==> src/source/n64_ppu_pkg.sv <==
// N64 post-processing unit package
// common widths, config/state word types and sync constants for the
// input side of the pixel pipeline

`default_nettype none

package n64_ppu_pkg;

  // ============================================================
  // vector types
  // ============================================================

  typedef logic [6:0] vd_in_t;       // raw word on the N64 video bus
  typedef logic [6:0] color_in_t;    // color before gamma
  typedef logic [7:0] color_out_t;   // color after gamma
  typedef logic [3:0] gamma_t;       // gamma setting 0..8
  typedef logic [9:0] line_cnt_t;    // lines per field

  // config word
  //   [3:0] gamma setting
  //   [4]   16-bit color mode enable
  //   [7:5] unused
  typedef logic [7:0] cfg_word_t;

  // state word
  //   [0] data detected, [1] pal, [2] interlaced
  //   [3] 16-bit mode in effect, [7:4] gamma in effect
  typedef logic [7:0] ppu_state_t;

  // ============================================================
  // constants
  // ============================================================

  localparam gamma_t GAMMA_UNITY = 4'd5;  // straight line
  localparam gamma_t GAMMA_MAX   = 4'd8;  // highest legal setting

  localparam int CFG_N16BIT_BIT = 4;

  // positions inside the sync word, both active low
  localparam int VSYNC_BIT = 3;
  localparam int HSYNC_BIT = 1;

endpackage

`default_nettype wire

==> src/source/ppu_cfg_sync.sv <==
// configuration sync
// brings the config word into the N64 clock domain through two register
// stages and decodes the gamma setting and the 16-bit color enable

`timescale 1ns/1ps
`default_nettype none

module ppu_cfg_sync
  import n64_ppu_pkg::*;
(
  input  wire       N64_CLK_i,
  input  wire       rst_n_i,
  input  cfg_word_t cfg_i,
  output gamma_t    gamma_sel_o,
  output logic      n16bit_en_o
);

  cfg_word_t cfg_meta;  // first stage, may go metastable
  cfg_word_t cfg_sync;  // second stage, safe to decode
  gamma_t    gamma_raw;

  always_ff @(posedge N64_CLK_i or negedge rst_n_i) begin
    if (!rst_n_i) begin
      cfg_meta <= '0;
      cfg_sync <= '0;
    end else begin
      cfg_meta <= cfg_i;
      cfg_sync <= cfg_meta;
    end
  end

  // ============================================================
  // decode
  // ============================================================

  assign gamma_raw = cfg_sync[3:0];

  // out of range settings fall back to unity
  assign gamma_sel_o = (gamma_raw > GAMMA_MAX) ? GAMMA_UNITY : gamma_raw;

  assign n16bit_en_o = cfg_sync[CFG_N16BIT_BIT];

endmodule

`default_nettype wire

==> src/source/n64_vinfo.sv <==
// N64 video info
// derives data detected, PAL and interlaced from the sync words and
// makes an active-low mode-change pulse when PAL or detected changes

`timescale 1ns/1ps
`default_nettype none

module n64_vinfo
  import n64_ppu_pkg::*;
#(
  parameter line_cnt_t pal_line_threshold = 10'd288
) (
  input  wire        N64_CLK_i,
  input  wire        rst_n_i,
  input  wire        sync_strobe_i,
  input  wire  [3:0] sync_i,
  output logic       detected_o,
  output logic       pal_o,
  output logic       interlaced_o,
  output logic       mode_change_n_o
);

  logic [3:0] sync_prev;   // last sync word seen
  logic       vs_fall;
  logic       hs_fall;
  line_cnt_t  line_cnt;
  logic       field_seen;  // first vsync fall passed
  logic       hs_at_vs;    // hsync level at the last vsync fall
  logic [1:0] pal_hist;
  logic [1:0] det_hist;

  // ============================================================
  // edge detection on the sync words
  // ============================================================

  assign vs_fall = sync_strobe_i & sync_prev[VSYNC_BIT] & ~sync_i[VSYNC_BIT];
  assign hs_fall = sync_strobe_i & sync_prev[HSYNC_BIT] & ~sync_i[HSYNC_BIT];

  always_ff @(posedge N64_CLK_i or negedge rst_n_i) begin
    if (!rst_n_i) begin
      sync_prev <= 4'hf;  // syncs idle high
    end else if (sync_strobe_i) begin
      sync_prev <= sync_i;
    end
  end

  // lines per field
  always_ff @(posedge N64_CLK_i or negedge rst_n_i) begin
    if (!rst_n_i) begin
      line_cnt <= '0;
    end else if (vs_fall) begin
      // an hsync fall in the vsync word opens line one of the new field
      line_cnt <= hs_fall ? line_cnt_t'(1) : '0;
    end else if (hs_fall && (line_cnt != '1)) begin
      line_cnt <= line_cnt + 1'b1;  // saturates
    end
  end

  // ============================================================
  // flags, updated once per field
  // ============================================================

  always_ff @(posedge N64_CLK_i or negedge rst_n_i) begin
    if (!rst_n_i) begin
      field_seen   <= 1'b0;
      hs_at_vs     <= 1'b0;
      detected_o   <= 1'b0;
      pal_o        <= 1'b0;
      interlaced_o <= 1'b0;
    end else if (vs_fall) begin
      field_seen <= 1'b1;
      hs_at_vs   <= sync_i[HSYNC_BIT];
      // a full field lies behind us only from the second fall on
      if (field_seen) begin
        detected_o   <= 1'b1;  // sticky until reset
        pal_o        <= (line_cnt > pal_line_threshold);
        interlaced_o <= (sync_i[HSYNC_BIT] != hs_at_vs);
      end
    end
  end

  // ============================================================
  // mode change pulse
  // ============================================================

  // comparing against the value two clocks back keeps the pulse low
  // for two cycles
  always_ff @(posedge N64_CLK_i or negedge rst_n_i) begin
    if (!rst_n_i) begin
      pal_hist        <= 2'b00;
      det_hist        <= 2'b00;
      mode_change_n_o <= 1'b1;
    end else begin
      pal_hist        <= {pal_hist[0], pal_o};
      det_hist        <= {det_hist[0], detected_o};
      mode_change_n_o <= ~((pal_hist[1] ^ pal_o) | (det_hist[1] ^ detected_o));
    end
  end

endmodule

`default_nettype wire

==> src/source/n64_vdemux.sv <==
// N64 video demux
// splits each sync/R/G/B word group into one pixel, applies the optional
// 16-bit color reduction and hands every sync word on to the video info

`timescale 1ns/1ps
`default_nettype none

module n64_vdemux
  import n64_ppu_pkg::*;
(
  input  wire        N64_CLK_i,
  input  wire        rst_n_i,
  input  wire        nvdsync_i,
  input  vd_in_t     vd_i,
  input  wire        n16bit_en_i,
  output logic       sync_strobe_o,
  output logic [3:0] sync_o,
  output logic       demux_valid_o,
  output logic       vsync_o,
  output logic       hsync_o,
  output color_in_t  red_o,
  output color_in_t  green_o,
  output color_in_t  blue_o
);

  // which word of the group is expected next
  typedef enum logic [1:0] {PH_IDLE, PH_RED, PH_GREEN, PH_BLUE} phase_t;

  localparam color_in_t MASK_16BIT = 7'b1111100;  // 5 bits per color left

  phase_t     phase;
  logic       pix_rdy;  // blue word just captured
  logic [3:0] sync_q;
  color_in_t  red_q;
  color_in_t  green_q;
  color_in_t  blue_q;

  function automatic color_in_t reduce(input color_in_t c, input logic en);
    return en ? (c & MASK_16BIT) : c;
  endfunction

  // ============================================================
  // phase FSM
  // ============================================================

  always_ff @(posedge N64_CLK_i or negedge rst_n_i) begin
    if (!rst_n_i) begin
      phase         <= PH_IDLE;
      pix_rdy       <= 1'b0;
      sync_strobe_o <= 1'b0;
      demux_valid_o <= 1'b0;
    end else begin
      sync_strobe_o <= ~nvdsync_i;
      demux_valid_o <= pix_rdy;
      pix_rdy       <= nvdsync_i && (phase == PH_BLUE);
      if (!nvdsync_i) begin
        phase <= PH_RED;  // every sync word restarts the group
      end else begin
        case (phase)
          PH_RED:   phase <= PH_GREEN;
          PH_GREEN: phase <= PH_BLUE;
          PH_BLUE:  phase <= PH_IDLE;
          default:  phase <= PH_IDLE;
        endcase
      end
    end
  end

  // ============================================================
  // capture and output
  // ============================================================

  always_ff @(posedge N64_CLK_i) begin
    if (!nvdsync_i) begin
      sync_q <= vd_i[3:0];
    end else begin
      case (phase)
        PH_RED:   red_q   <= vd_i;
        PH_GREEN: green_q <= vd_i;
        PH_BLUE:  blue_q  <= vd_i;
        default:  ;
      endcase
    end

    if (pix_rdy) begin
      vsync_o <= ~sync_q[VSYNC_BIT];  // active high from here on
      hsync_o <= ~sync_q[HSYNC_BIT];
      red_o   <= reduce(red_q, n16bit_en_i);
      green_o <= reduce(green_q, n16bit_en_i);
      blue_o  <= reduce(blue_q, n16bit_en_i);
    end
  end

  assign sync_o = sync_q;  // raw word, qualified by sync_strobe_o

endmodule

`default_nettype wire

==> src/source/gamma_corr.sv <==
// gamma correction
// two-stage pipeline, expands 7-bit colors to 8 bits and bends them
// along x + k/8 * x*(255-x)/256 with k = 5 - gamma

`timescale 1ns/1ps
`default_nettype none

module gamma_corr
  import n64_ppu_pkg::*;
(
  input  wire        N64_CLK_i,
  input  wire        rst_n_i,
  input  gamma_t     gamma_sel_i,
  input  wire        valid_i,
  input  wire        vsync_i,
  input  wire        hsync_i,
  input  color_in_t  red_i,
  input  color_in_t  green_i,
  input  color_in_t  blue_i,
  output logic       valid_o,
  output logic       vsync_o,
  output logic       hsync_o,
  output color_out_t red_o,
  output color_out_t green_o,
  output color_out_t blue_o
);

  gamma_t     gamma_eff;
  logic       k_neg;
  gamma_t     k_mag;
  logic       valid_s1, vsync_s1, hsync_s1;
  logic       k_neg_s1;
  gamma_t     k_mag_s1;
  color_out_t x_r_s1, x_g_s1, x_b_s1;
  color_out_t m_r_s1, m_g_s1, m_b_s1;

  // top bit repeated into the new lsb
  function automatic color_out_t expand(input color_in_t c);
    return {c, c[6]};
  endfunction

  function automatic color_out_t curve(input color_out_t x);
    logic [15:0] prod;
    prod = x * (8'd255 - x);
    return prod[15:8];
  endfunction

  function automatic color_out_t apply_k(input color_out_t x, input color_out_t m,
                                         input logic neg, input gamma_t mag);
    logic [11:0] step;
    step = (m * mag) >> 3;
    return neg ? (x - step[7:0]) : (x + step[7:0]);  // stays in 0..255
  endfunction

  // signed step as sign and magnitude
  assign gamma_eff = (gamma_sel_i > GAMMA_MAX) ? GAMMA_UNITY : gamma_sel_i;
  assign k_neg     = (gamma_eff > GAMMA_UNITY);
  assign k_mag     = k_neg ? (gamma_eff - GAMMA_UNITY) : (GAMMA_UNITY - gamma_eff);

  // ============================================================
  // stage 1, expand and curve
  // ============================================================

  always_ff @(posedge N64_CLK_i or negedge rst_n_i) begin
    if (!rst_n_i) valid_s1 <= 1'b0;
    else          valid_s1 <= valid_i;
  end

  always_ff @(posedge N64_CLK_i) begin
    if (valid_i) begin
      vsync_s1 <= vsync_i;
      hsync_s1 <= hsync_i;
      k_neg_s1 <= k_neg;
      k_mag_s1 <= k_mag;
      x_r_s1   <= expand(red_i);
      x_g_s1   <= expand(green_i);
      x_b_s1   <= expand(blue_i);
      m_r_s1   <= curve(expand(red_i));
      m_g_s1   <= curve(expand(green_i));
      m_b_s1   <= curve(expand(blue_i));
    end
  end

  // ============================================================
  // stage 2, apply k
  // ============================================================

  always_ff @(posedge N64_CLK_i or negedge rst_n_i) begin
    if (!rst_n_i) begin
      valid_o <= 1'b0;
      vsync_o <= 1'b0;
      hsync_o <= 1'b0;
      red_o   <= '0;
      green_o <= '0;
      blue_o  <= '0;
    end else begin
      valid_o <= valid_s1;
      if (valid_s1) begin
        vsync_o <= vsync_s1;
        hsync_o <= hsync_s1;
        red_o   <= apply_k(x_r_s1, m_r_s1, k_neg_s1, k_mag_s1);
        green_o <= apply_k(x_g_s1, m_g_s1, k_neg_s1, k_mag_s1);
        blue_o  <= apply_k(x_b_s1, m_b_s1, k_neg_s1, k_mag_s1);
      end
    end
  end

endmodule

`default_nettype wire

==> src/source/n64_ppu_top.sv <==
// N64 post-processing unit, input side
// config sync, video info, demux and gamma correction in the N64 clock
// domain, plus the state word for the controller

`timescale 1ns/1ps
`default_nettype none

module n64_ppu_top
  import n64_ppu_pkg::*;
#(
  parameter line_cnt_t pal_line_threshold = 10'd288
) (
  input  wire        N64_CLK_i,
  input  wire        rst_n_i,
  input  wire        nvdsync_i,
  input  vd_in_t     vd_i,
  input  cfg_word_t  cfg_i,
  output ppu_state_t ppu_state_o,
  output logic       mode_change_n_o,
  output logic       pix_valid_o,
  output logic       vsync_o,
  output logic       hsync_o,
  output color_out_t red_o,
  output color_out_t green_o,
  output color_out_t blue_o
);

  gamma_t     gamma_sel;
  logic       n16bit_en;
  logic       sync_strobe;
  logic [3:0] sync_nib;
  logic       demux_valid;
  logic       dmx_vsync, dmx_hsync;
  color_in_t  dmx_red, dmx_green, dmx_blue;
  logic       detected, pal, interlaced;

  // ============================================================
  // configuration
  // ============================================================

  ppu_cfg_sync cfg_sync_u (
    .N64_CLK_i   (N64_CLK_i),
    .rst_n_i     (rst_n_i),
    .cfg_i       (cfg_i),
    .gamma_sel_o (gamma_sel),
    .n16bit_en_o (n16bit_en)
  );

  // ============================================================
  // video info and demux
  // ============================================================

  n64_vdemux vdemux_u (
    .N64_CLK_i     (N64_CLK_i),
    .rst_n_i       (rst_n_i),
    .nvdsync_i     (nvdsync_i),
    .vd_i          (vd_i),
    .n16bit_en_i   (n16bit_en),
    .sync_strobe_o (sync_strobe),
    .sync_o        (sync_nib),
    .demux_valid_o (demux_valid),
    .vsync_o       (dmx_vsync),
    .hsync_o       (dmx_hsync),
    .red_o         (dmx_red),
    .green_o       (dmx_green),
    .blue_o        (dmx_blue)
  );

  n64_vinfo #(
    .pal_line_threshold (pal_line_threshold)
  ) vinfo_u (
    .N64_CLK_i       (N64_CLK_i),
    .rst_n_i         (rst_n_i),
    .sync_strobe_i   (sync_strobe),
    .sync_i          (sync_nib),
    .detected_o      (detected),
    .pal_o           (pal),
    .interlaced_o    (interlaced),
    .mode_change_n_o (mode_change_n_o)
  );

  // ============================================================
  // gamma, drives the pixel outputs
  // ============================================================

  gamma_corr gamma_u (
    .N64_CLK_i   (N64_CLK_i),
    .rst_n_i     (rst_n_i),
    .gamma_sel_i (gamma_sel),
    .valid_i     (demux_valid),
    .vsync_i     (dmx_vsync),
    .hsync_i     (dmx_hsync),
    .red_i       (dmx_red),
    .green_i     (dmx_green),
    .blue_i      (dmx_blue),
    .valid_o     (pix_valid_o),
    .vsync_o     (vsync_o),
    .hsync_o     (hsync_o),
    .red_o       (red_o),
    .green_o     (green_o),
    .blue_o      (blue_o)
  );

  // gamma in [7:4], then 16-bit mode and the three flags
  assign ppu_state_o = {gamma_sel, n16bit_en, interlaced, pal, detected};

endmodule

`default_nettype wire

==> config.mk <==
export PLATFORM = sky130hd
export DESIGN_NAME = n64_ppu_top
export DESIGN_NICKNAME = d
export VERILOG_FILES = /design/src/source/n64_ppu_pkg.sv /design/src/source/ppu_cfg_sync.sv /design/src/source/n64_vinfo.sv /design/src/source/n64_vdemux.sv /design/src/source/gamma_corr.sv /design/src/source/n64_ppu_top.sv
export SDC_FILE = /design/constraint.sdc
export NUM_CORES = 1
export LEC_CHECK = 0
export BUFFER_PORTS_ARGS = -buffer_cell sky130_fd_sc_hd__buf_4
export CORE_MARGIN = 4
export CORE_UTILIZATION = 50
export DETAILED_ROUTE_END_ITERATION = 7
export PLACE_DENSITY = 0.76
export SYNTH_ARGS = -nofsm -noshare
export SYNTH_HDL_FRONTEND = slang
export SYNTH_SLANG_ARGS = --single-unit
==> constraint.sdc <==
create_clock -name N64_CLK_i -period 6.4 [get_ports N64_CLK_i]
set_input_delay 1.28 -clock N64_CLK_i [delete_from_list [all_inputs] [get_ports N64_CLK_i]]
set_output_delay 1.28 -clock N64_CLK_i [all_outputs]
set_load 0.1 [all_outputs]
Yosys cells after proc, flatten, opt, wreduce, memory -nomap -nowiden
Cells that the tools add are included.
{ "classes": {"add_sub_neg": 12, "multipliers": 6, "order_cmp": 4, "n_eq_ne": 5, "n_mux": 11, "n_bitwise": 11, "reduce_logical": 7} }
{ "ops": {"columns": ["cell", "n"], "rows": [
  ["multiplier 8 x 16 -> 16 bit", 3],
  ["multiplier 8 x 4 -> 11 bit", 3],
  ["subtractor 8 x 8 -> 9 bit, first input constant", 3],
  ["adder 8 bit", 3],
  ["2-to-1 mux 8 bit", 3],
  ["subtractor 8 bit", 3],
  ["2-to-1 mux 10 bit", 2],
  ["2-to-1 mux 4 bit", 3],
  ["adder 10 x 1 -> 10 bit, second input constant", 1],
  ["> comparator 10 x 9 -> 1 bit, second input constant", 1],
  ["!= test 10 bit, second input constant", 1],
  ["> comparator 4 bit, second input constant", 2],
  ["AND reduction 2 bit", 4],
  ["AND 1 bit", 4],
  ["== test 2 bit, second input constant", 2],
  ["> comparator 4 x 3 -> 1 bit, second input constant", 1],
  ["NOT 1 bit", 4],
  ["one-hot mux 2 bit (2 select lines)", 1],
  ["subtractor 3 x 4 -> 4 bit, first input constant", 1],
  ["subtractor 4 x 3 -> 4 bit, second input constant", 1],
  ["== test 2 x 1 -> 1 bit, second input constant", 1],
  ["logical AND 1 bit", 2],
  ["2-to-1 mux 2 bit", 1],
  ["nonzero test 2 bit", 1],
  ["other kinds (4)", 5]
]} }
{ "word_totals": {"regBits": 170, "input_bits": 18} }

Longest topological paths before layout
Gate-level depths: netlist of run 1.
{ "depth": {"depth_word": 6, "ltp_mapped": 22} }

Cells and area by module
A second synthesis of run 1 with hierarchy kept.
{ "hier_totals": {"cells_unflattened": 1431, "area_unflattened_um2": 14681.6} }
{ "modules_own_cells": {"columns": ["mod", "n_inst", "cells_each", "area_per_inst_um2", "seq_area_each_um2"], "rows": [
  ["gamma_corr", 1, 1239, 11619.9, 2262.2],
  ["n64_vdemux", 1, 72, 1697.9, 1566.5],
  ["n64_vinfo", 1, 100, 1039.7, 554.3],
  ["ppu_cfg_sync", 1, 16, 294.0, 250.2],
  ["n64_ppu_top", 1, 4, 30.0, 0.0]
]} }

Worst setup path before layout of run 1
Ideal clock, no wire load.
{ "synth_timing": {"path_type": "flip-flop to flip-flop", "from": "register gamma_u.k_mag_s1[3]", "to": "register gamma_u.blue_o[7]", "setup_time_ns": 0.126, "arrival_ns": 5.094, "t_required_ns": 6.274, "slack_ns": 1.180, "path_stages_with_launch": 22, "path_cell_list": "edfxtp_1 clkbuf_1 nand2_1 fa_1 fa_1 inv_1 fa_1 a211oi_1 nor2_1 xor2_1 nor2_1 and2_1 nor2_1 xor2_1 ha_1 o2111ai_1 nand4b_1 a21o_1 a21oi_1 xnor2_2 xnor3_1 mux2_4"} }
{ "synth_between": {"elab_chain_len": 3, "word_cells_on_any_way": 4, "cone_classes": "add/sub: 2; mul: 1; mux: 1"} }
{ "synth_rtl": {"columns": ["element", "line_no", "rtl"], "rows": [
  ["start, declared", "gamma_corr.sv:33", "gamma_t k_mag_s1;"],
  ["start signal, assigned", "gamma_corr.sv:74", "k_mag_s1 <= k_mag;"],
  ["multiplier 8 x 4 -> 11 bit *", "gamma_corr.sv:51", "step = (m * mag) >> 3;"],
  ["adder 8 bit / subtractor 8 bit (equally long branches)", "gamma_corr.sv:52", "return neg ? (x - step[7:0]) : (x + step[7:0]);"],
  ["2-to-1 mux 8 bit *", "gamma_corr.sv:52", null],
  ["end signal, assigned", "gamma_corr.sv:103", "blue_o <= apply_k(x_b_s1, m_b_s1, k_neg_s1, k_mag_s1);"],
  ["end, declared", "gamma_corr.sv:25", "output color_out_t blue_o"]
]} }
Mark *: on every way between the ends. The rest lies on a longest branch, timed or not.
A chain may end at the register's enable or synchronous reset.

Worst setup path after layout of run 1
{ "layout_timing": {"from": "register gamma_u.k_mag_s1[2]", "to": "register gamma_u.blue_o[7]"} }
The elaborated chain is that of the path after synthesis.

==> results.toml, run 1 <==
[power_and_ir_drop]
p_leak_uw = 0.00776
ir_worst_vdd_v = 0.000428
power.density_mw_per_mm2 = 315

[synthesis]
synthSimpleGateAreaFrac = 0.120
synth_nets = 1728
syn_avg_cell_area_um2 = 10.4
syn_area_mm2 = 0.0143
synth-seq-area-share = 0.319
async_reset_ff_frac = 0.399
synth_top_family_by_area = "adder cells"
synth_compound_area_frac = 0.0698
netlist.area_leader.share = 0.205
ys_seq_elements = 163
synth_largest_area_cell = "edfxtp_1"
synthMuxAreaShare = 0.0201
synth_area_leaders = "edfxtp_1 21%, ha_1 18%, fa_1 16%"
syn_inst = 1385
synth_cell_types = 64
synth_edf_count = 98
synth_fa_ha_area_frac = 0.345
dominantRegCellSynth = "edfxtp_1"
synth_xor_area_frac = 0.0546
yosys_warnings = 0

[worst_setup_path]
regToRegSetupSlack_ps = 780
crit_chain = "nand2_1, fa_1, fa_1, inv_1, fa_1, a211oi_1, nor2_1, xor2_1, nor2_1, and2_1, nor2_1, xor2_1, ha_1, o2111ai_1, nand4b_1, a21o_1, a21oi_1, xnor2_2, xnor3_1, mux2_4"
path_max_fanout = 13
cp.required_ps = 6710
reg2reg_from = "gamma_u.k_mag_s1[2]"
crit_slowest_cell = "edfxtp_1"
arrival_ps = 5920
cp-start-kind = "register"
startpoint = "gamma_u.k_mag_s1[2]"
r2r_cells = 20
criticalPathCategory = "register to register"
cpPeakStageDelay_ps = 670
endpoint_kind = "register"
timing.rr.end = "gamma_u.blue_o[7]"

[floorplan]
die_h_um = 177
row_count = 61
core_mm2 = 0.0280
die_x_um = 177
initial_core_util = 0.512
ioPinCount = 54
die-area_mm2 = 0.0315

[outcome]
outcome = "completed"

[grt]
grt_overflow = 0
grt_first_pass_wirelength_mm = 47.9
track_usage = 0.188
antenna_found_initial = 0
use_met1 = 0.249
met2_usage = 0.324
top_usage_layer = "met2"
gr-usage-met3 = 0.0279
grt_start_max_net_pins = 66
grt_pass1_vias = 10000

[drt]
wl_per_cell_um = 15.0
num_vias = 9362
antenna_left = 0
drt_iter0_drc = 423
dr.pass1.iters = 5
routed_wl_mm = 27.4
drc = 0
avgViaCountPerCell = 5.12

[place]
dp_hpwl_mm = 21.0
portBuffers = 50
gp_congestion = 0.859
pre_cts_ws_ps = 815

[worst_hold_path]
hold_end = "cfg_sync_u.cfg_sync[1]"
hold_path_depth = 0
min_from = "cfg_sync_u.cfg_meta[1]"
hold_class = "register to register"

[clock_tree]
cts_resized = 0
clk_latency_ps = 430
cts_num_sinks = 163
cts_buffer_depth = 2
clockRootBuffer = "clkbuf_16"
h-tree-depth = 4
postCtsSetupBuffers = 0
ctsHoldBuffers = 0
cts_tree = "done"
cts_buffers = 17
path_clk_slew_ps = 70

[sta]
fin_setup_tns_ps = 0
hold_viol_final = 0
grt_setup_unrepaired = "no"
fin_crit_sh = 0.878
slew_viol_final = 0
timing.final.crit_period_ps = 5620
skew_ps = 10.7
relSlewSlack = 0.280
fin_ws_ps = 784
worstMarginPinSlew_ps = 1080
max_freq_mhz = 178
setup_violations = 0

[flow_run]
drv_cap = 0

[cells_and_area]
nNetsFinal = 1780
nFillCells = 2354
syn2layout_area_growth_pct = 9.80
drive_above_1_share = 0.0848
antenna_cells = 0
logic make-up (layout without fill, tap and decap cells):
kind of cell | after synthesis | after routing
buf+inv | 272 | 337
xor+xnor | 87 | 87
simple gates | 357 | 357
compound gates | 155 | 155
flops | 163 | 163
mux | 26 | 26
fa+ha+maj | 325 | 325
cells in the final DEF, fill, tap and decap left out, drive strengths merged, types with 5 or more instances in the layout:
cell type and count:
a21o 28, a21oi 52, a31oi 8, and2 64
buf 56, clkbuf 22, dfrtp 62, edfxtp 98
fa 117, ha 208, inv 256, mux2 20
mux2i 6, nand2 81, nand2b 8, nand3 13
nand4 6, nor2 122, nor2b 34, nor3 9
o21a 5, o21ai 32, xnor2 63, xor2 23
cells in the mapped netlist, drive strengths merged, types with 4 or more instances:
library cell	n
inv	249
ha	208
nor2	122
fa	117
edfxtp	98
nand2	81
and2	64
xnor2	63
dfrtp	62
a21oi	52
nor2b	34
o21ai	32
a21o	28
xor2	23
mux2	20
clkbuf	16
nand3	13
nor3	9
a31oi	8
nand2b	8
buf	7
mux2i	6
nand4	6
o21a	5
o21bai	4
or2	4
or3	4
registers in the layout, summed over array words and instances, names as in the netlist, 8 cells and up:
register	flops
gamma_u.m_g_s1	8
gamma_u.green_o	8
vinfo_u.line_cnt	10
gamma_u.blue_o	8
gamma_u.red_o	8
gamma_u.m_r_s1	8
gamma_u.m_b_s1	8
layer usage:
metal	vias to the layer above	wire (um)
met5	-	0
met3	41	1060
met2	173	13500
li1	4595	-
met1	4553	12300
met4	0	538
power by group:
part           total [uW]  internal (uW)  leakage (uW)  switching, uW
combinational        2520            908       0.00577           1610
sequential           1390           1290       0.00168            103
clock                1060            587      0.000303            474
total                4970           2780       0.00776           2180
worst max-delay path, delay by kind of cell, from the launching register on:
family                   cells  cell delay [ps]
AO/OA/AOI/OAI                4              920
XOR/XNOR                     4              890
adder cells (fa/ha/maj)      4             1870
buffers and inverters        1               70
flip-flops                   1              670
multiplexers                 1              270
AND/OR/NAND/NOR              6              800
per-stage QoR:
step	power (uW)	util	hold slack, ps	instance area, um2	cells
detailed placement	3910	0.541	338	15100	1796
CTS	5000	0.562	354	15800	1828
global route	5320	0.562	368	15800	1828
global placement	3860	0.541	332	15100	1796
floorplan	3410	-	331	14300	1385
finish	4970	0.562	353	15800	1828
cell type report:
type	instances	area (um2)	area share
timing repair buffer	56	420	0.0267
clock inverter	10	105	0.00667
clock buffer	22	508	0.0322
tap	378	473	0.0300
inverter	249	935	0.0593
multi-input combinational	950	8740	0.555
sequential	163	4570	0.290
worst max path at each step:
stage / endpoint / slack [ps] / depth (start not counted)
floorplan: gamma_u.blue_o[7] / 1180 / 21
global placement: gamma_u.blue_o[7] / 910 / 20
detailed placement: gamma_u.blue_o[7] / 820 / 20
CTS: gamma_u.blue_o[7] / 790 / 20
global route: gamma_u.blue_o[7] / 420 / 20
finish: gamma_u.blue_o[7] / 780 / 20
(Power assumes the default switching activity.)
==> run 2: changes to the inputs <==
PLACE_DENSITY = 0.67   (was 0.76)
==> run 2 against run 1 <==
Net effect: clock power decreased by 5%; die area unchanged; via count decreased by 1.6%.
==> results.toml, run 2 (same netlist as run 1, synthesis figures left out) <==
[place]
gp_congestion = 0.840
dp_hpwl_mm = 21.0
dpl-instance-area_mm2 = 0.0151
portBuffers = 50

[floorplan]
initial_core_util = 0.512
die_h_um = 177
die_x_um = 177
ioPinCount = 54
die-area_mm2 = 0.0315
row_count = 61
core_mm2 = 0.0280

[grt]
grt_first_pass_wirelength_mm = 46.6
track_usage = 0.184
grt_pass1_vias = 9650
grt_overflow = 0
antenna_found_initial = 0
grt_start_max_net_pins = 66

[cells_and_area]
multi_input_comb_area_mm2 = 0.00874
regMostFlops = "vinfo_u.line_cnt"
antenna_cells = 0
syn2layout_area_growth_pct = 9.57
nNetsFinal = 1780
final_util = 0.561
layout_commonest_cell = "inv_1"
fin_area_mm2 = 0.0157
drive_above_1_share = 0.0855
final_cell_mix = "248 x inv_1, 208 x ha_1, 122 x nor2_1"
largest_reg_flops = 10
ff_latch_area_mm2 = 0.00457
nFillCells = 2411

[drt]
num_vias = 9212
antenna_left = 0
avgViaCountPerCell = 5.04
drt_iter0_drc = 376
wl_per_cell_um = 14.7
dr.pass1.iters = 6
routed_wl_mm = 26.9
drc = 0

[clock_tree]
postCtsSetupBuffers = 0
path_clk_slew_ps = 70
cts_buffer_depth = 2
clockRootBuffer = "clkbuf_16"
cts_tree = "done"
h-tree-depth = 4
cts_resized = 0
clk_latency_ps = 430
cts_num_sinks = 163
ctsHoldBuffers = 0
cts_buffers = 17

[worst_setup_path]
crit_slowest_cell = "edfxtp_1"
reg2reg_from = "gamma_u.k_mag_s1[3]"
cp_num_buf_inv = 1
endpoint_kind = "register"
criticalPathCategory = "register to register"
cp.required_ps = 6720
crit_chain = "nand2_1, fa_1, fa_1, inv_1, fa_1, a211oi_1, nor2_1, xor2_1, nor2_1, and2_1, nor2_1, xor2_1, ha_1, o2111ai_1, nand4b_1, a21o_1, a21oi_1, xnor2_2, xnor3_1, mux2_4"
path_max_fanout = 9
cpPeakStageDelay_ps = 560
startpoint = "gamma_u.k_mag_s1[3]"
cpLargestDelayFamily = "adder cells"
cp-start-kind = "register"
arrival_ps = 5840

[outcome]
outcome = "completed"

[sta]
max_freq_mhz = 181
hold_viol_final = 0
setup_violations = 0
fin_crit_sh = 0.863
skew_ps = 10.4
whs_ps = 349
fin_setup_tns_ps = 0
timing.final.crit_period_ps = 5520
worstMarginPinSlew_ps = 1010
grt_setup_unrepaired = "no"
relSlewSlack = 0.327
slew_viol_final = 0

[flow_run]
drv_cap = 0

[worst_hold_path]
min_from = "cfg_sync_u.cfg_meta[4]"
hold_class = "register to register"

[power_and_ir_drop]
power.density_mw_per_mm2 = 313
total_power_uw = 4920
ir_worst_vdd_v = 0.000381
p_leak_uw = 0.00774
run 2: per-layer routing:
metal / track usage / vias up / share of wire
met5: 0 / - / 0
met4: 0.0400 / 0 / 0.013
met3: 0.0279 / 31 / 0.036
met2: 0.309 / 137 / 0.48
met1: 0.256 / 4447 / 0.47
li1: - / 4597 / -
run 2: where the power goes:
group          switching (uW)  internal (uW)  total (uW)
Clock                     480            531        1010
Combinational            1610            909        2520
Sequential                102           1290        1390
run 2: stage by stage:
step	std cells	worst slack (ps)
2_1_floorplan	1385	1180
3_3_place_gp	1796	951
3_5_place_dp	1796	921
4_1_cts	1828	881
5_1_grt	1828	650
6_report	1828	878
run 2: path summary, 6_finish.rpt:
check | to | slack [ps] | depth (start not counted)
min reg2reg | cfg_sync_u.cfg_sync[4] | 350 | 0
min | cfg_sync_u.cfg_sync[4] | 350 | 0
max in group asynchronous | vdemux_u.demux_valid_o | 4870 | 1
min in group asynchronous | vinfo_u.hs_at_vs | 950 | 1
max reg2reg | gamma_u.blue_o[7] | 880 | 20
max | gamma_u.blue_o[7] | 880 | 20
run 2: area by class of cell:
class | count | share of cell area
Multi-Input combinational cell | 950 | 0.556
Sequential cell | 163 | 0.291
Inverter | 249 | 0.0595
Tap cell | 378 | 0.0301
Clock buffer | 19 | 0.0282
Timing Repair Buffer | 56 | 0.0267
Clock inverter | 13 | 0.00868
==> run 3: changes to the inputs <==
CTS_BUF_LIST = sky130_fd_sc_hd__clkbuf_16   (was unset)
TNS_END_PERCENT = 20   (was unset)
==> run 3 against run 2 <==
Net effect: global-route usage hardly changed; worst hold slack is essentially flat; via count about the same; routed wire length fell by 0.12%; register-to-register slack improved by 20 ps; non-clock buffer count did not move; critical path depth stayed put; total power fell by 0.30%; largest cell class unchanged; highest routed layer unchanged.
==> results.toml, run 3 (same netlist as run 1, synthesis figures left out) <==
[worst_setup_path]
cpPeakStageDelay_ps = 550
r2r_cells = 20
cpLargestDelayFamily = "adder cells"
cp-start-kind = "register"
cp.required_ps = 6720
criticalPathCategory = "register to register"
timing.rr.end = "gamma_u.blue_o[7]"
crit_slowest_cell = "edfxtp_1"
crit_chain = "nand2_1, fa_1, fa_1, inv_1, fa_1, a211oi_1, nor2_1, xor2_1, nor2_1, and2_1, nor2_1, xor2_1, ha_1, o2111ai_1, nand4b_1, a21o_1, a21oi_1, xnor2_2, xnor3_1, mux2_4"
cp_num_buf_inv = 1
path_max_fanout = 9
endpoint_kind = "register"
arrival_ps = 5820
reg2reg_from = "gamma_u.k_mag_s1[3]"
regToRegSetupSlack_ps = 900

[cells_and_area]
final_util = 0.561
largest_reg_flops = 10
nNetsFinal = 1780
regMostFlops = "vinfo_u.line_cnt"
fin_area_mm2 = 0.0157
syn2layout_area_growth_pct = 9.50
drive_above_1_share = 0.0855
final_cells = 1828
antenna_cells = 0
layout_commonest_cell = "inv_1"
final_cell_mix = "249 x inv_1, 208 x ha_1, 122 x nor2_1"

[clock_tree]
path_clk_slew_ps = 70
postCtsSetupBuffers = 0
cts_resized = 0
ctsHoldBuffers = 0
clk_latency_ps = 430
cts_tree = "done"
cts_buffer_depth = 2
cts_buffers = 17
cts_num_sinks = 163
h-tree-depth = 4
clockRootBuffer = "clkbuf_16"

[drt]
routed_wl_mm = 26.9
avgViaCountPerCell = 5.04
num_vias = 9208
wl_per_cell_um = 14.7
dr.pass1.iters = 5
drc = 0
drt_iter0_drc = 365
antenna_left = 0

[worst_hold_path]
min_from = "cfg_sync_u.cfg_meta[4]"
hold_end = "cfg_sync_u.cfg_sync[4]"
hold_class = "register to register"
hold_path_depth = 0

[place]
portBuffers = 50
gp_congestion = 0.840
dp_hpwl_mm = 21.0
dpl-instance-area_mm2 = 0.0151
dp.cells = 1796

[grt]
grt_first_pass_wirelength_mm = 46.6
track_usage = 0.184
grt_start_max_net_pins = 66
grt_pass1_vias = 9653
antenna_found_initial = 0
grt_overflow = 0

[sta]
slew_viol_final = 0
fin_setup_tns_ps = 0
timing.final.crit_period_ps = 5500
fin_crit_sh = 0.860
max_freq_mhz = 182
relSlewSlack = 0.326
setup_violations = 0
hold_viol_final = 0
skew_ps = 10.4
worstMarginPinSlew_ps = 1010
grt_setup_unrepaired = "no"

[power_and_ir_drop]
ir_worst_vdd_v = 0.000379
total_power_uw = 4900
p_leak_uw = 0.00774
power.density_mw_per_mm2 = 312

[floorplan]
row_count = 61
ioPinCount = 54
core_mm2 = 0.0280
die_h_um = 177
die-area_mm2 = 0.0315
initial_core_util = 0.512
die_x_um = 177

[flow_run]
drv_cap = 0

[outcome]
outcome = "completed"
## run 3: cell types whose count changed in the layout (fill, tap and decap cells not counted), sizes merged
cell / delta
clkbuf: -2
inv: +2
## run 3: worst max-delay path by stage
stage,cells after the start,slack [ps],from,endpoint
2_1_floorplan,21,1180,gamma_u.k_mag_s1[3],gamma_u.blue_o[7]
3_3_place_gp,21,950,gamma_u.k_mag_s1[3],gamma_u.blue_o[7]
4_1_cts,20,880,gamma_u.k_mag_s1[3],gamma_u.blue_o[7]
5_1_grt,21,650,gamma_u.k_mag_s1[3],gamma_u.blue_o[7]
3_5_place_dp,20,920,gamma_u.k_mag_s1[3],gamma_u.blue_o[7]
6_report,20,900,gamma_u.k_mag_s1[3],gamma_u.blue_o[7]
## run 3: routing by layer
layer | vias to the layer above | track usage | wire (um) | part of all wire
li1 | 4597 | - | - | -
met1 | 4446 | 0.255 | 12700 | 0.47
met2 | 134 | 0.309 | 12900 | 0.48
met3 | 31 | 0.0279 | 945 | 0.035
met4 | 0 | 0.0400 | 352 | 0.013
met5 | - | 0 | 0 | 0
## run 3: cell type report
type                            count  area (um2)
Timing Repair Buffer               56         420
Multi-Input combinational cell    950        8740
Tap cell                          378         473
Clock buffer                       17         425
Inverter                          249         935
Fill cell                        2410       12300
Sequential cell                   163        4570
Clock inverter                     15         144
## run 3: power breakdown
part | internal, uW | total (uW) | leakage (uW) | switching (uW)
sequential | 1290 | 1390 | 0.00168 | 102
clock | 517 | 998 | 0.000288 | 481
combinational | 909 | 2520 | 0.00577 | 1610
total | 2710 | 4900 | 0.00774 | 2190
## run 3: worst register-to-register path: cells and delay by family, from the launching register on
family	cells	cell delay (ps)
simple gates	6	810
mux	1	270
flops	1	550
buf+inv	1	70
fa+ha+maj	4	1850
xor+xnor	4	980
compound gates	4	870
## run 3: through the flow
stage          worst slack, ps  hold slack, ps
3_3_place_gp               951             332
6_report                   895             349
2_1_floorplan             1180             331
4_1_cts                    881             352
3_5_place_dp               921             336
5_1_grt                    650             365
